File: src/verilog/decOp_params.svh
// fixed encodings for the decode stage; ids and codes must match the downstream pipeline
`ifndef DECOP_PARAMS_SVH
`define DECOP_PARAMS_SVH

`define DECOP_ISTR_W 32
`define DECOP_REG_W 6
`define DECOP_IMM_W 33

// special register ids
`define DECOP_GR_PC 6'h20
`define DECOP_GR_GBR 6'h21
`define DECOP_GR_IMM 6'h2F
`define DECOP_GR_DLR 6'h30
`define DECOP_GR_TBR 6'h31
`define DECOP_GR_ZZR 6'h3F

// command codes
`define DECOP_UCMD_INVOP 6'h00
`define DECOP_UCMD_MOV_RM 6'h01
`define DECOP_UCMD_MOV_MR 6'h02
`define DECOP_UCMD_LEA_MR 6'h03
`define DECOP_UCMD_ALU3 6'h04
`define DECOP_UCMD_ALUCMP 6'h05
`define DECOP_UCMD_MOV_IR 6'h06
`define DECOP_UCMD_BRA 6'h07
`define DECOP_UCMD_BSR 6'h08

// ALU sub-ops, quad compares sit one above the 32-bit form
`define DECOP_UCIX_ALU_ADD 6'h00
`define DECOP_UCIX_ALU_SUB 6'h01
`define DECOP_UCIX_ALU_AND 6'h05
`define DECOP_UCIX_ALU_OR 6'h06
`define DECOP_UCIX_ALU_XOR 6'h07
`define DECOP_UCIX_ALU_TST 6'h10
`define DECOP_UCIX_ALU_TSTQ 6'h11
`define DECOP_UCIX_ALU_CMPHS 6'h12
`define DECOP_UCIX_ALU_CMPQHS 6'h13
`define DECOP_UCIX_ALU_CMPHI 6'h14
`define DECOP_UCIX_ALU_CMPQHI 6'h15
`define DECOP_UCIX_ALU_CMPGE 6'h16
`define DECOP_UCIX_ALU_CMPQGE 6'h17
`define DECOP_UCIX_ALU_CMPEQ 6'h18
`define DECOP_UCIX_ALU_CMPQEQ 6'h19
`define DECOP_UCIX_ALU_CMPGT 6'h1A
`define DECOP_UCIX_ALU_CMPQGT 6'h1B

// load-immediate sub-ops
`define DECOP_UCIX_LDI_LDIX 6'h00
`define DECOP_UCIX_LDI_LDISH16 6'h01

`endif

File: src/verilog/decOpPkg.sv
// types shared by the decode stage; enum values come from decOp_params.svh
`include "decOp_params.svh"

package decOpPkg;

	typedef logic [`DECOP_ISTR_W-1:0] istrWord_t;
	typedef logic [`DECOP_REG_W-1:0] regId_t;
	typedef logic [`DECOP_IMM_W-1:0] imm_t;
	typedef logic [7:0] uCmd_t;
	typedef logic [7:0] uIxt_t;

	typedef enum logic [5:0] {
		NM_INVOP = `DECOP_UCMD_INVOP,
		NM_MOV_RM = `DECOP_UCMD_MOV_RM,
		NM_MOV_MR = `DECOP_UCMD_MOV_MR,
		NM_LEA_MR = `DECOP_UCMD_LEA_MR,
		NM_ALU3 = `DECOP_UCMD_ALU3,
		NM_ALUCMP = `DECOP_UCMD_ALUCMP,
		NM_MOV_IR = `DECOP_UCMD_MOV_IR,
		NM_BRA = `DECOP_UCMD_BRA,
		NM_BSR = `DECOP_UCMD_BSR
	} nmid_e;

	typedef enum logic [4:0] {
		FM_Z, FM_INV, FM_REGREG, FM_REGIMMREG,
		FM_LDREGDISPREG, FM_REGSTREGDISP, FM_LDDRREGREG, FM_REGSTDRREG,
		FM_IMM8REG, FM_PCDISP8, FM_IMM12Z, FM_IMM12N
	} fmid_e;

	typedef enum logic [3:0] {
		ITY_SB = 4'h0, ITY_SW = 4'h1, ITY_SQ = 4'h2,
		ITY_UB = 4'h4, ITY_UW = 4'h5, ITY_UQ = 4'h6,
		ITY_NB = 4'h8, ITY_NW = 4'h9, ITY_NQ = 4'hA
	} ity_e;

	// low two bits give the size, top bit marks unsigned
	typedef enum logic [2:0] {
		BTY_SB = 3'h0, BTY_SW = 3'h1, BTY_SL = 3'h2, BTY_SQ = 3'h3,
		BTY_UB = 3'h4, BTY_UW = 3'h5, BTY_UL = 3'h6
	} bty_e;

	typedef enum logic [1:0] {
		CC_AL = 2'b00, CC_CT = 2'b10, CC_CF = 2'b11
	} ccty_e;

	typedef struct packed {
		regId_t regN;
		regId_t regM;
		regId_t regO;
		regId_t regO2;
		logic exQ;
		logic rmIsRz;
		logic rmIsR1;
		logic roIsR1;
	} istrFields_t;

	typedef struct packed {
		imm_t imm17u;
		imm_t imm17n;
		imm_t imm10s;
		imm_t imm10u;
		imm_t imm10n;
		imm_t imm16s;
		imm_t imm16u;
		imm_t imm16n;
		imm_t disp20s;
		imm_t imm12z;
		imm_t imm12n;
		imm_t imm5u;
	} immSet_t;

	typedef struct packed {
		nmid_e nmid;
		fmid_e fmid;
		bty_e bty;
		ity_e ity;
		ccty_e ccty;
		logic [5:0] uCmdIx;
	} opClass_t;

	typedef struct packed {
		regId_t regN;
		regId_t regM;
		regId_t regO;
		imm_t imm;
		uCmd_t uCmd;
		uIxt_t uIxt;
	} decodedOp_t;

endpackage

File: src/verilog/opFieldSplit.sv
// combinational; register fields are only meaningful for F-block words
`timescale 1ns/1ps

module opFieldSplit (
	input decOpPkg::istrWord_t istrWord,
	output decOpPkg::istrFields_t fields
);
	import decOpPkg::*;

	logic rnIsRs;
	logic rmIsRs;
	logic roIsRs;
	regId_t regM;
	regId_t regO;

	// fields 0, 1 and 15 land in the special bank
	assign rnIsRs = (istrWord[7:5] == 3'b000) || (istrWord[7:4] == 4'hF);
	assign rmIsRs = (istrWord[3:1] == 3'b000) || (istrWord[3:0] == 4'hF);
	assign roIsRs = (istrWord[23:21] == 3'b000) || (istrWord[23:20] == 4'hF);

	assign regM = {rmIsRs, istrWord[25], istrWord[3:0]};
	assign regO = {roIsRs, istrWord[24], istrWord[23:20]};

	always_comb begin
		fields.regN = {rnIsRs, istrWord[26], istrWord[7:4]};
		fields.regM = regM;
		fields.regO = regO;
		// second O id for the short immediate forms
		fields.regO2 = {rmIsRs, istrWord[4], istrWord[3:0]};
		fields.exQ = istrWord[27];
		// R0 or R1 with the extension bit clear
		fields.rmIsRz = (regM[4:1] == 4'b0000);
		fields.rmIsR1 = (regM[4:0] == 5'b00001);
		fields.roIsR1 = (regO[4:0] == 5'b00001);
	end

endmodule

File: src/verilog/immExtend.sv
// combinational; every candidate is built, the form picks one downstream
`timescale 1ns/1ps

module immExtend (
	input decOpPkg::istrWord_t istrWord,
	output decOpPkg::immSet_t imms
);
	import decOpPkg::*;

	logic [8:0] imm17;
	logic [9:0] imm10;
	logic [15:0] imm16;
	logic [19:0] disp20;
	logic [23:0] imm12;

	assign imm17 = istrWord[24:16];
	assign imm10 = istrWord[25:16];
	assign imm16 = istrWord[31:16];
	assign disp20 = {istrWord[7:0], istrWord[27:16]};
	assign imm12 = {istrWord[7:0], istrWord[31:16]};

	always_comb begin
		imms.imm17u = {{24{1'b0}}, imm17};
		imms.imm17n = {{24{1'b1}}, imm17};

		imms.imm10s = {{23{imm10[9]}}, imm10};
		imms.imm10u = {{23{1'b0}}, imm10};
		imms.imm10n = {{23{1'b1}}, imm10};

		imms.imm16s = {{17{imm16[15]}}, imm16};
		imms.imm16u = {{17{1'b0}}, imm16};
		imms.imm16n = {{17{1'b1}}, imm16};

		// branch displacement, sign from the high byte
		imms.disp20s = {{13{disp20[19]}}, disp20};

		imms.imm12z = {{9{1'b0}}, imm12};
		imms.imm12n = {{9{1'b1}}, imm12};

		imms.imm5u = {{28{1'b0}}, istrWord[4:0]};
	end

endmodule

File: src/verilog/opClassDecode.sv
// combinational; only the kept F0/F1/F2/F8/FA/FB groups decode, all else is INV or Z
`timescale 1ns/1ps
`include "decOp_params.svh"

module opClassDecode (
	input decOpPkg::istrWord_t istrWord,
	output decOpPkg::opClass_t opClass
);
	import decOpPkg::*;

	logic exQ;
	logic [6:0] aluOp;

	// {valid, sub-op} for the five kept ALU ops
	function automatic logic [6:0] aluSel(input logic [3:0] digit);
		logic [6:0] sel;
		case (digit)
			4'h0: sel = {1'b1, `DECOP_UCIX_ALU_ADD};
			4'h1: sel = {1'b1, `DECOP_UCIX_ALU_SUB};
			4'h5: sel = {1'b1, `DECOP_UCIX_ALU_AND};
			4'h6: sel = {1'b1, `DECOP_UCIX_ALU_OR};
			4'h7: sel = {1'b1, `DECOP_UCIX_ALU_XOR};
			default: sel = 7'h00;
		endcase
		return sel;
	endfunction

	// load width, exQ picks the unsigned variant
	function automatic bty_e ldWidth(input logic [1:0] size, input logic uns);
		bty_e w;
		case (size)
			2'd0: w = uns ? BTY_UB : BTY_SB;
			2'd1: w = uns ? BTY_UW : BTY_SW;
			2'd2: w = uns ? BTY_UL : BTY_SL;
			default: w = uns ? BTY_SL : BTY_SQ;
		endcase
		return w;
	endfunction

	assign exQ = istrWord[27];

	always_comb begin
		aluOp = 7'h00;
		opClass.nmid = NM_INVOP;
		opClass.fmid = FM_INV;
		opClass.bty = BTY_SB;
		opClass.ity = ITY_SB;
		opClass.ccty = CC_AL;
		opClass.uCmdIx = 6'h00;

		casez (istrWord[11:8])
			4'b0z00: casez (istrWord[31:16])
				// indexed store, or LEA when exQ
				16'b0000_zzzz_zzzz_01zz: begin
					opClass.nmid = exQ ? NM_LEA_MR : NM_MOV_RM;
					opClass.fmid = exQ ? FM_LDDRREGREG : FM_REGSTDRREG;
					opClass.bty = bty_e'({1'b0, istrWord[17:16]});
					opClass.ity = ITY_UB;
				end
				16'b0000_zzzz_zzzz_11zz: begin
					opClass.nmid = NM_MOV_MR;
					opClass.fmid = FM_LDDRREGREG;
					opClass.bty = ldWidth(istrWord[17:16], exQ);
					opClass.ity = ITY_UB;
				end
				16'h1zz8, 16'h1zz9: begin
					aluOp = aluSel(istrWord[23:20]);
					if (aluOp[6]) begin
						opClass.nmid = NM_ALU3;
						opClass.fmid = FM_REGREG;
						opClass.ity = istrWord[16] ? ITY_NB : ITY_UB;
						opClass.uCmdIx = aluOp[5:0];
					end
				end
				16'h1zzz: begin
					aluOp = aluSel(istrWord[19:16]);
					if (aluOp[6]) begin
						opClass.nmid = NM_ALU3;
						opClass.fmid = FM_REGREG;
						opClass.uCmdIx = aluOp[5:0];
					end
				end
				// Cddd BRA, Dddd BSR, Eddd BT, Fddd BF
				16'b11zz_zzzz_zzzz_zzzz: begin
					opClass.nmid = (istrWord[29:28] == 2'b01) ? NM_BSR : NM_BRA;
					opClass.fmid = FM_PCDISP8;
					opClass.bty = BTY_SW;
					opClass.ity = ITY_SW;
					opClass.ccty = istrWord[29] ? ccty_e'({1'b1, istrWord[28]}) : CC_AL;
				end
				default: begin
				end
			endcase

			4'b0z01: casez (istrWord[31:28])
				4'b00zz: begin
					opClass.nmid = exQ ? NM_LEA_MR : NM_MOV_RM;
					opClass.fmid = exQ ? FM_LDREGDISPREG : FM_REGSTREGDISP;
					opClass.bty = bty_e'({1'b0, istrWord[29:28]});
					opClass.ity = ITY_SW;
				end
				4'b10zz: begin
					opClass.nmid = NM_MOV_MR;
					opClass.fmid = FM_LDREGDISPREG;
					opClass.bty = ldWidth(istrWord[29:28], exQ);
					opClass.ity = ITY_SW;
				end
				default: begin
				end
			endcase

			4'b0z10: case (istrWord[31:28])
				4'h1: begin
					opClass.nmid = NM_ALU3;
					opClass.fmid = FM_REGIMMREG;
					opClass.ity = ITY_NW;
					opClass.uCmdIx = `DECOP_UCIX_ALU_ADD;
				end
				// compare or move against imm10, bit 0 picks ones extension
				4'hC: begin
					opClass.ity = istrWord[0] ? ITY_NQ : ITY_UQ;
					opClass.fmid = FM_IMM8REG;
					opClass.nmid = NM_ALUCMP;
					case (istrWord[3:1])
						3'b000: opClass.nmid = NM_MOV_IR;
						3'b010: opClass.uCmdIx = exQ ? `DECOP_UCIX_ALU_TSTQ : `DECOP_UCIX_ALU_TST;
						3'b011: opClass.uCmdIx = exQ ? `DECOP_UCIX_ALU_CMPQHS : `DECOP_UCIX_ALU_CMPHS;
						3'b100: opClass.uCmdIx = exQ ? `DECOP_UCIX_ALU_CMPQHI : `DECOP_UCIX_ALU_CMPHI;
						3'b101: opClass.uCmdIx = exQ ? `DECOP_UCIX_ALU_CMPQGE : `DECOP_UCIX_ALU_CMPGE;
						3'b110: opClass.uCmdIx = exQ ? `DECOP_UCIX_ALU_CMPQEQ : `DECOP_UCIX_ALU_CMPEQ;
						3'b111: opClass.uCmdIx = exQ ? `DECOP_UCIX_ALU_CMPQGT : `DECOP_UCIX_ALU_CMPGT;
						default: begin
							opClass.nmid = NM_INVOP;
							opClass.fmid = FM_INV;
						end
					endcase
				end
				default: begin
					aluOp = aluSel(istrWord[31:28]);
					if (aluOp[6]) begin
						opClass.nmid = NM_ALU3;
						opClass.fmid = FM_REGIMMREG;
						opClass.ity = ITY_UW;
						opClass.uCmdIx = aluOp[5:0];
					end
				end
			endcase

			4'b100z: begin
				opClass.fmid = FM_IMM8REG;
				opClass.nmid = NM_MOV_IR;
				case (istrWord[7:5])
					3'b000: opClass.ity = ITY_UW;
					3'b001: opClass.ity = ITY_NW;
					3'b010: begin
						opClass.nmid = NM_ALU3;
						opClass.ity = ITY_SW;
					end
					3'b011: begin
						opClass.ity = ITY_UW;
						opClass.uCmdIx = `DECOP_UCIX_LDI_LDISH16;
					end
					default: begin
						opClass.nmid = NM_INVOP;
						opClass.fmid = FM_INV;
					end
				endcase
			end

			4'hA, 4'hB: begin
				opClass.nmid = NM_MOV_IR;
				opClass.fmid = istrWord[8] ? FM_IMM12N : FM_IMM12Z;
				opClass.uCmdIx = `DECOP_UCIX_LDI_LDIX;
			end

			default: begin
			end
		endcase

		// not an F-block word
		if (istrWord[15:13] != 3'b111) begin
			opClass.fmid = FM_Z;
			opClass.ccty = CC_AL;
		end
	end

	// operandForm only knows these three operand orders for REGREG
	always_comb begin
		assert final (opClass.fmid != FM_REGREG ||
			opClass.ity inside {ITY_SB, ITY_UB, ITY_NB})
		else $error("REGREG decoded with ity %0d", opClass.ity);
	end

endmodule

File: src/verilog/operandForm.sv
// output registered one cycle after the word; no stall or valid
`timescale 1ns/1ps
`include "decOp_params.svh"

module operandForm (
	input logic clock,
	input logic reset,
	input decOpPkg::istrWord_t istrWord,
	input decOpPkg::istrFields_t fields,
	input decOpPkg::immSet_t imms,
	input decOpPkg::opClass_t opClass,
	output decOpPkg::decodedOp_t decodedOp
);
	import decOpPkg::*;

	decodedOp_t nextOp;
	uIxt_t memIxt;
	uIxt_t memIxtBase;
	uIxt_t aluIxt;

	// base-register variant of the width field drops the low size bits
	assign memIxt = {opClass.ccty, opClass.bty[1:0], 1'b1, opClass.bty};
	assign memIxtBase = {opClass.ccty, opClass.bty[1:0], 1'b1, opClass.bty[2], 2'b00};
	assign aluIxt = {opClass.ccty, opClass.uCmdIx};

	always_comb begin
		nextOp.regN = `DECOP_GR_ZZR;
		nextOp.regM = `DECOP_GR_ZZR;
		nextOp.regO = `DECOP_GR_ZZR;
		nextOp.imm = '0;
		nextOp.uCmd = {opClass.ccty, opClass.nmid};
		nextOp.uIxt = '0;

		case (opClass.fmid)
			FM_REGREG: begin
				nextOp.regN = fields.regN;
				nextOp.imm = imms.imm5u;
				nextOp.uIxt = aluIxt;
				case (opClass.ity)
					ITY_UB: begin
						nextOp.regM = fields.regM;
						nextOp.regO = fields.regN;
					end
					ITY_NB: begin
						nextOp.regM = fields.regN;
						nextOp.regO = fields.regM;
					end
					default: begin
						nextOp.regM = fields.regM;
						nextOp.regO = fields.regO;
					end
				endcase
			end
			FM_REGIMMREG: begin
				nextOp.regN = fields.regN;
				nextOp.regM = fields.regM;
				nextOp.regO = `DECOP_GR_IMM;
				nextOp.imm = (opClass.ity == ITY_NW) ? imms.imm17n : imms.imm17u;
				nextOp.uIxt = aluIxt;
			end
			FM_LDREGDISPREG, FM_REGSTREGDISP: begin
				nextOp.regN = fields.regN;
				nextOp.regM = fields.regM;
				nextOp.regO = `DECOP_GR_IMM;
				nextOp.imm = imms.imm17u;
				nextOp.uIxt = memIxt;
				if (fields.rmIsRz) begin
					nextOp.regM = fields.rmIsR1 ? `DECOP_GR_GBR : `DECOP_GR_PC;
					nextOp.uIxt = memIxtBase;
				end
			end
			FM_LDDRREGREG, FM_REGSTDRREG: begin
				nextOp.regN = fields.regN;
				nextOp.regM = fields.regM;
				nextOp.regO = fields.regO;
				nextOp.uIxt = memIxt;
				if (fields.rmIsRz) begin
					nextOp.uIxt = memIxtBase;
					// R1 index with R0/R1 base selects DLR or TBR
					case ({fields.rmIsR1, fields.roIsR1})
						2'b11: begin
							nextOp.regM = `DECOP_GR_TBR;
							nextOp.regO = `DECOP_GR_DLR;
						end
						2'b10: nextOp.regM = `DECOP_GR_GBR;
						2'b01: begin
							nextOp.regM = `DECOP_GR_DLR;
							nextOp.regO = `DECOP_GR_ZZR;
						end
						default: nextOp.regM = `DECOP_GR_PC;
					endcase
				end
			end
			FM_IMM8REG: begin
				nextOp.regM = `DECOP_GR_IMM;
				nextOp.regN = fields.regO2;
				nextOp.regO = fields.regO2;
				nextOp.uIxt = aluIxt;
				case (opClass.ity)
					ITY_SW: nextOp.imm = imms.imm16s;
					ITY_UW: nextOp.imm = imms.imm16u;
					ITY_NW: nextOp.imm = imms.imm16n;
					default: begin
						nextOp.regN = fields.regN;
						nextOp.regO = fields.regN;
						if (opClass.ity == ITY_NQ)
							nextOp.imm = imms.imm10n;
						else if (opClass.ity == ITY_UQ)
							nextOp.imm = imms.imm10u;
						else
							nextOp.imm = imms.imm10s;
					end
				endcase
			end
			FM_PCDISP8: begin
				nextOp.regN = `DECOP_GR_DLR;
				nextOp.regM = `DECOP_GR_PC;
				nextOp.regO = `DECOP_GR_IMM;
				nextOp.imm = imms.disp20s;
				nextOp.uIxt = memIxt;
			end
			FM_IMM12Z, FM_IMM12N: begin
				nextOp.regN = `DECOP_GR_DLR;
				nextOp.regM = `DECOP_GR_IMM;
				nextOp.imm = (opClass.fmid == FM_IMM12N) ? imms.imm12n : imms.imm12z;
				nextOp.uIxt = aluIxt;
			end
			default: begin
				// Z and INV
				nextOp.uCmd = {opClass.ccty, `DECOP_UCMD_INVOP};
			end
		endcase
	end

	always_ff @(posedge clock) begin
		if (reset) begin
			decodedOp.regN <= `DECOP_GR_ZZR;
			decodedOp.regM <= `DECOP_GR_ZZR;
			decodedOp.regO <= `DECOP_GR_ZZR;
			decodedOp.imm <= '0;
			decodedOp.uCmd <= {CC_AL, `DECOP_UCMD_INVOP};
			decodedOp.uIxt <= '0;
		end else begin
			decodedOp <= nextOp;
		end
	end

	// a non-F word leaves no operands behind
	assert property (@(posedge clock) disable iff (reset)
		(istrWord[15:13] != 3'b111) |=>
		(decodedOp.regN == `DECOP_GR_ZZR && decodedOp.regM == `DECOP_GR_ZZR &&
		decodedOp.regO == `DECOP_GR_ZZR));

	assert property (@(posedge clock) disable iff (reset)
		opClass.fmid inside {FM_Z, FM_INV, FM_REGREG, FM_REGIMMREG, FM_LDREGDISPREG,
		FM_REGSTREGDISP, FM_LDDRREGREG, FM_REGSTDRREG, FM_IMM8REG, FM_PCDISP8,
		FM_IMM12Z, FM_IMM12N});

endmodule

File: src/verilog/decOpFz.sv
// one-cycle decode of a 32-bit F-block word, a new word accepted every cycle
`timescale 1ns/1ps

module decOpFz (
	input logic clock,
	input logic reset,
	input decOpPkg::istrWord_t istrWord,
	output decOpPkg::decodedOp_t decodedOp
);
	import decOpPkg::*;

	istrFields_t fields;
	immSet_t imms;
	opClass_t opClass;

	opFieldSplit u_fields (
		.istrWord(istrWord),
		.fields(fields)
	);

	immExtend u_imm (
		.istrWord(istrWord),
		.imms(imms)
	);

	opClassDecode u_class (
		.istrWord(istrWord),
		.opClass(opClass)
	);

	// only registered stage
	operandForm u_form (
		.clock(clock),
		.reset(reset),
		.istrWord(istrWord),
		.fields(fields),
		.imms(imms),
		.opClass(opClass),
		.decodedOp(decodedOp)
	);

endmodule

File: config.mk
export PLATFORM = sky130hd
export DESIGN_NAME = decOpFz
export DESIGN_NICKNAME = d
export VERILOG_FILES = /design/src/verilog/decOpPkg.sv /design/src/verilog/opFieldSplit.sv /design/src/verilog/immExtend.sv /design/src/verilog/opClassDecode.sv /design/src/verilog/operandForm.sv /design/src/verilog/decOpFz.sv
export VERILOG_INCLUDE_DIRS = /design/src /design/src/verilog
export SDC_FILE = /design/constraint.sdc
export NUM_CORES = 1
export LEC_CHECK = 0
export ABC_AREA = 1
export BUFFER_PORTS_ARGS = -buffer_cell sky130_fd_sc_hd__buf_2
export CAP_MARGIN = 20
export CORE_MARGIN = 2
export CORE_UTILIZATION = 35
export CTS_CLUSTER_SIZE = 25
export DETAILED_ROUTE_END_ITERATION = 12
export PLACE_DENSITY = 0.59
export SKIP_CTS_REPAIR_TIMING = 1
export SYNTH_ARGS = -nofsm -noshare
export SYNTH_HDL_FRONTEND = slang
export SYNTH_HIERARCHICAL = 1
export SYNTH_SLANG_ARGS = --single-unit
File: constraint.sdc
create_clock -name clock -period 2.6 [get_ports clock]
set_input_delay 0.52 -clock clock [delete_from_list [all_inputs] [get_ports clock]]
set_output_delay 0.52 -clock clock [all_outputs]
set_load 0.01 [all_outputs]
==> run_results.csv <==
group,metric,value,unit
status,status,"finished, final reports clean",
critical_path,cp-start-kind,"input pin",
critical_path,worstPathMaxFanout,20,
critical_path,worstSetupStartpoint,"istrWord[31]",
power,p_comb_share,27.8,%
sta,fin_hold_ws,587,ps
grt,grt_pass1_wl,52200,um
drt,wire_per_inst,14.9,um
job,cap_violations,0,
synth,synth_warnings,6,
sta,hold_violations,0,
sta,period_minus_slack,2510,ps
layout,post-route-util,36.7,%
sta,relSlewSlack,64.2,%
power,p_sw,1.16,mW
drt,via_count,10700,
layout,final_nets,1893,
sta,max_freq,398,MHz
clock_tree,clkSlewWorstSetupHoldPaths,60,ps
layout,final_layout_size_suffix_gt1_share,20.8,%
drt,drt_iter0_drc,969,
critical_path,critical_path.endpoint,"u_form/decodedOp[32]",
power,clockPowerShare,40.6,%
grt,grt_max_degree,39,
grt,gr-total-overflow,0,
placed_design,place_congestion,0.902,
synth,syn_inst,1882,
placed_design,io_buffers,99,
power,power_density,293,mW/mm^2
power,p_leak,5.61,nW
floorplanning,dieArea,0.0323,sq mm
critical_path,arrival,2780,ps
grt,first_global_vias,9810,
floorplanning,die_x,180,um
sta,min_period_over_period,96.7,%
drt,first_pass_iters,6,
power,ir_drop,0.347,mV
sta,setup_viol,0,
layout,final_common_cell,"nand2_1",
sta,rsz0062_at_grt,"yes",
layout,fillers,3358,
synth,synthesis.area,0.0108,sq mm
layout,final_cell_mix,"nand2_1, nor2_1, nand3_1, conb_1, buf_4",
drt,final_antenna_net_count,0,
clock_tree,cts_tree,"done",
clock_tree,clockRootBuffer,"clkbuf_16",
drt,routed_via_density,4.74,
drt,drcViolationCount,0,
sta,drv_slew,0,
power,swShare,35.3,%
floorplanning,core_area,0.0305,sq mm
drt,wirelength,33600,um
synth,syn_area_per_cell,5.74,sq um
layout,n_antenna_cell,0,
floorplanning,io_pins,101,
clock_tree,clockBufferDepth,2,
power,cell_internal_pwr,2.12,mW
layout,largest_reg_flops,67,
critical_path,cp_data_required_time,2870,ps
critical_path,critPathKind,"input pin to register",
floorplanning,chipHeight,180,um
grt,antenna_found_initial,0,
floorplanning,start_util,35.4,%
layout,regMostFlops,"u_form/decodedOp",
sta,tightest_slew,537,ps
clock_tree,htree_levels,3,
layout,regArea,0.00134,sq mm
critical_path,end_kind,"register",
power,power_frac_seq,31.6,%
grt,grt_usage,20.0,%
placed_design,dp_hpwl,24600,um
layout,syn_to_final_growth,3.64,%
hold_path,min_path_type,"input pin to register",
clock_tree,cts_made_buffers,9,
layout,multi_input_area,0.00615,sq mm
clock_tree,clock-sinks,67,
floorplanning,core.rowCount,64,
layout,reg_top3,"u_form/decodedOp: 67 flops",
[stage by stage]
stage          cell area [sq um]  std cells  total power [mW]  setup TNS [ps]  worst slack, ps
6_report                   11200       2260              3.28               0             86.9
5_1_grt                    11200       2260              3.44           -61.1            -30.2
4_1_cts                    10900       2254              3.27            -140            -85.2
3_5_place_dp               10600       2238              1.92          -18530             -432
3_3_place_gp               10600       2238              1.91          -18390             -424
2_1_floorplan              11500       2057              1.96               0              210
[area by class of cell]
type,count,share of cell area (%)
Multi-Input combinational cell,1325,55.0
Timing Repair Buffer,302,20.7
Sequential cell,67,12.0
Inverter,154,5.16
Tap cell,396,4.43
Clock buffer,9,2.01
Clock inverter,7,0.726
[power groups by stage]
stage	sequential (mW)	combinational (mW)	clock (mW)
floorplan	1.06	0.900	0
global placement	1.06	0.850	0
detailed placement	1.06	0.862	0
CTS	1.04	0.865	1.37
global route	1.04	0.999	1.40
finish	1.04	0.909	1.33
[how the worst min path moves through the flow]
| stage | startpoint | to | slack, ps | depth (start not counted) |
|---|---|---|---|---|
| 5_1_grt | istrWord[26] | u_form/decodedOp[59] | 600 | 3 |
| 6_report | istrWord[26] | u_form/decodedOp[65] | 590 | 3 |
| 3_5_place_dp | u_form/decodedOp[7] | decodedOp[7] | 910 | 1 |
| 3_3_place_gp | u_form/decodedOp[47] | decodedOp[47] | 920 | 1 |
| 2_1_floorplan | istrWord[25] | u_form/decodedOp[59] | 720 | 3 |
| 4_1_cts | istrWord[26] | u_form/decodedOp[65] | 580 | 3 |
[critical path, stage by stage]
cell     delay, ps
buf_2          150
buf_4          150
inv_2           70
nand2_2         90
nor2_8         170
nand2_4         90
nor2_4         160
nand3_2        120
nand3_4        110
inv_1           80
nor2_4         180
buf_6          140
nand2_2         60
buf_8          160
nand2_1         60
nand3_1         60
nand2_1         70
nand3_1        110
a21oi_1        220
[routing by layer]
metal  routed length (um)  track usage [%]
met3                 1710             2.15
met5                    0                0
met1                14300             25.1
met2                16200             34.6
met4                 1380             8.91
Power figures use the tool's default switching activity.
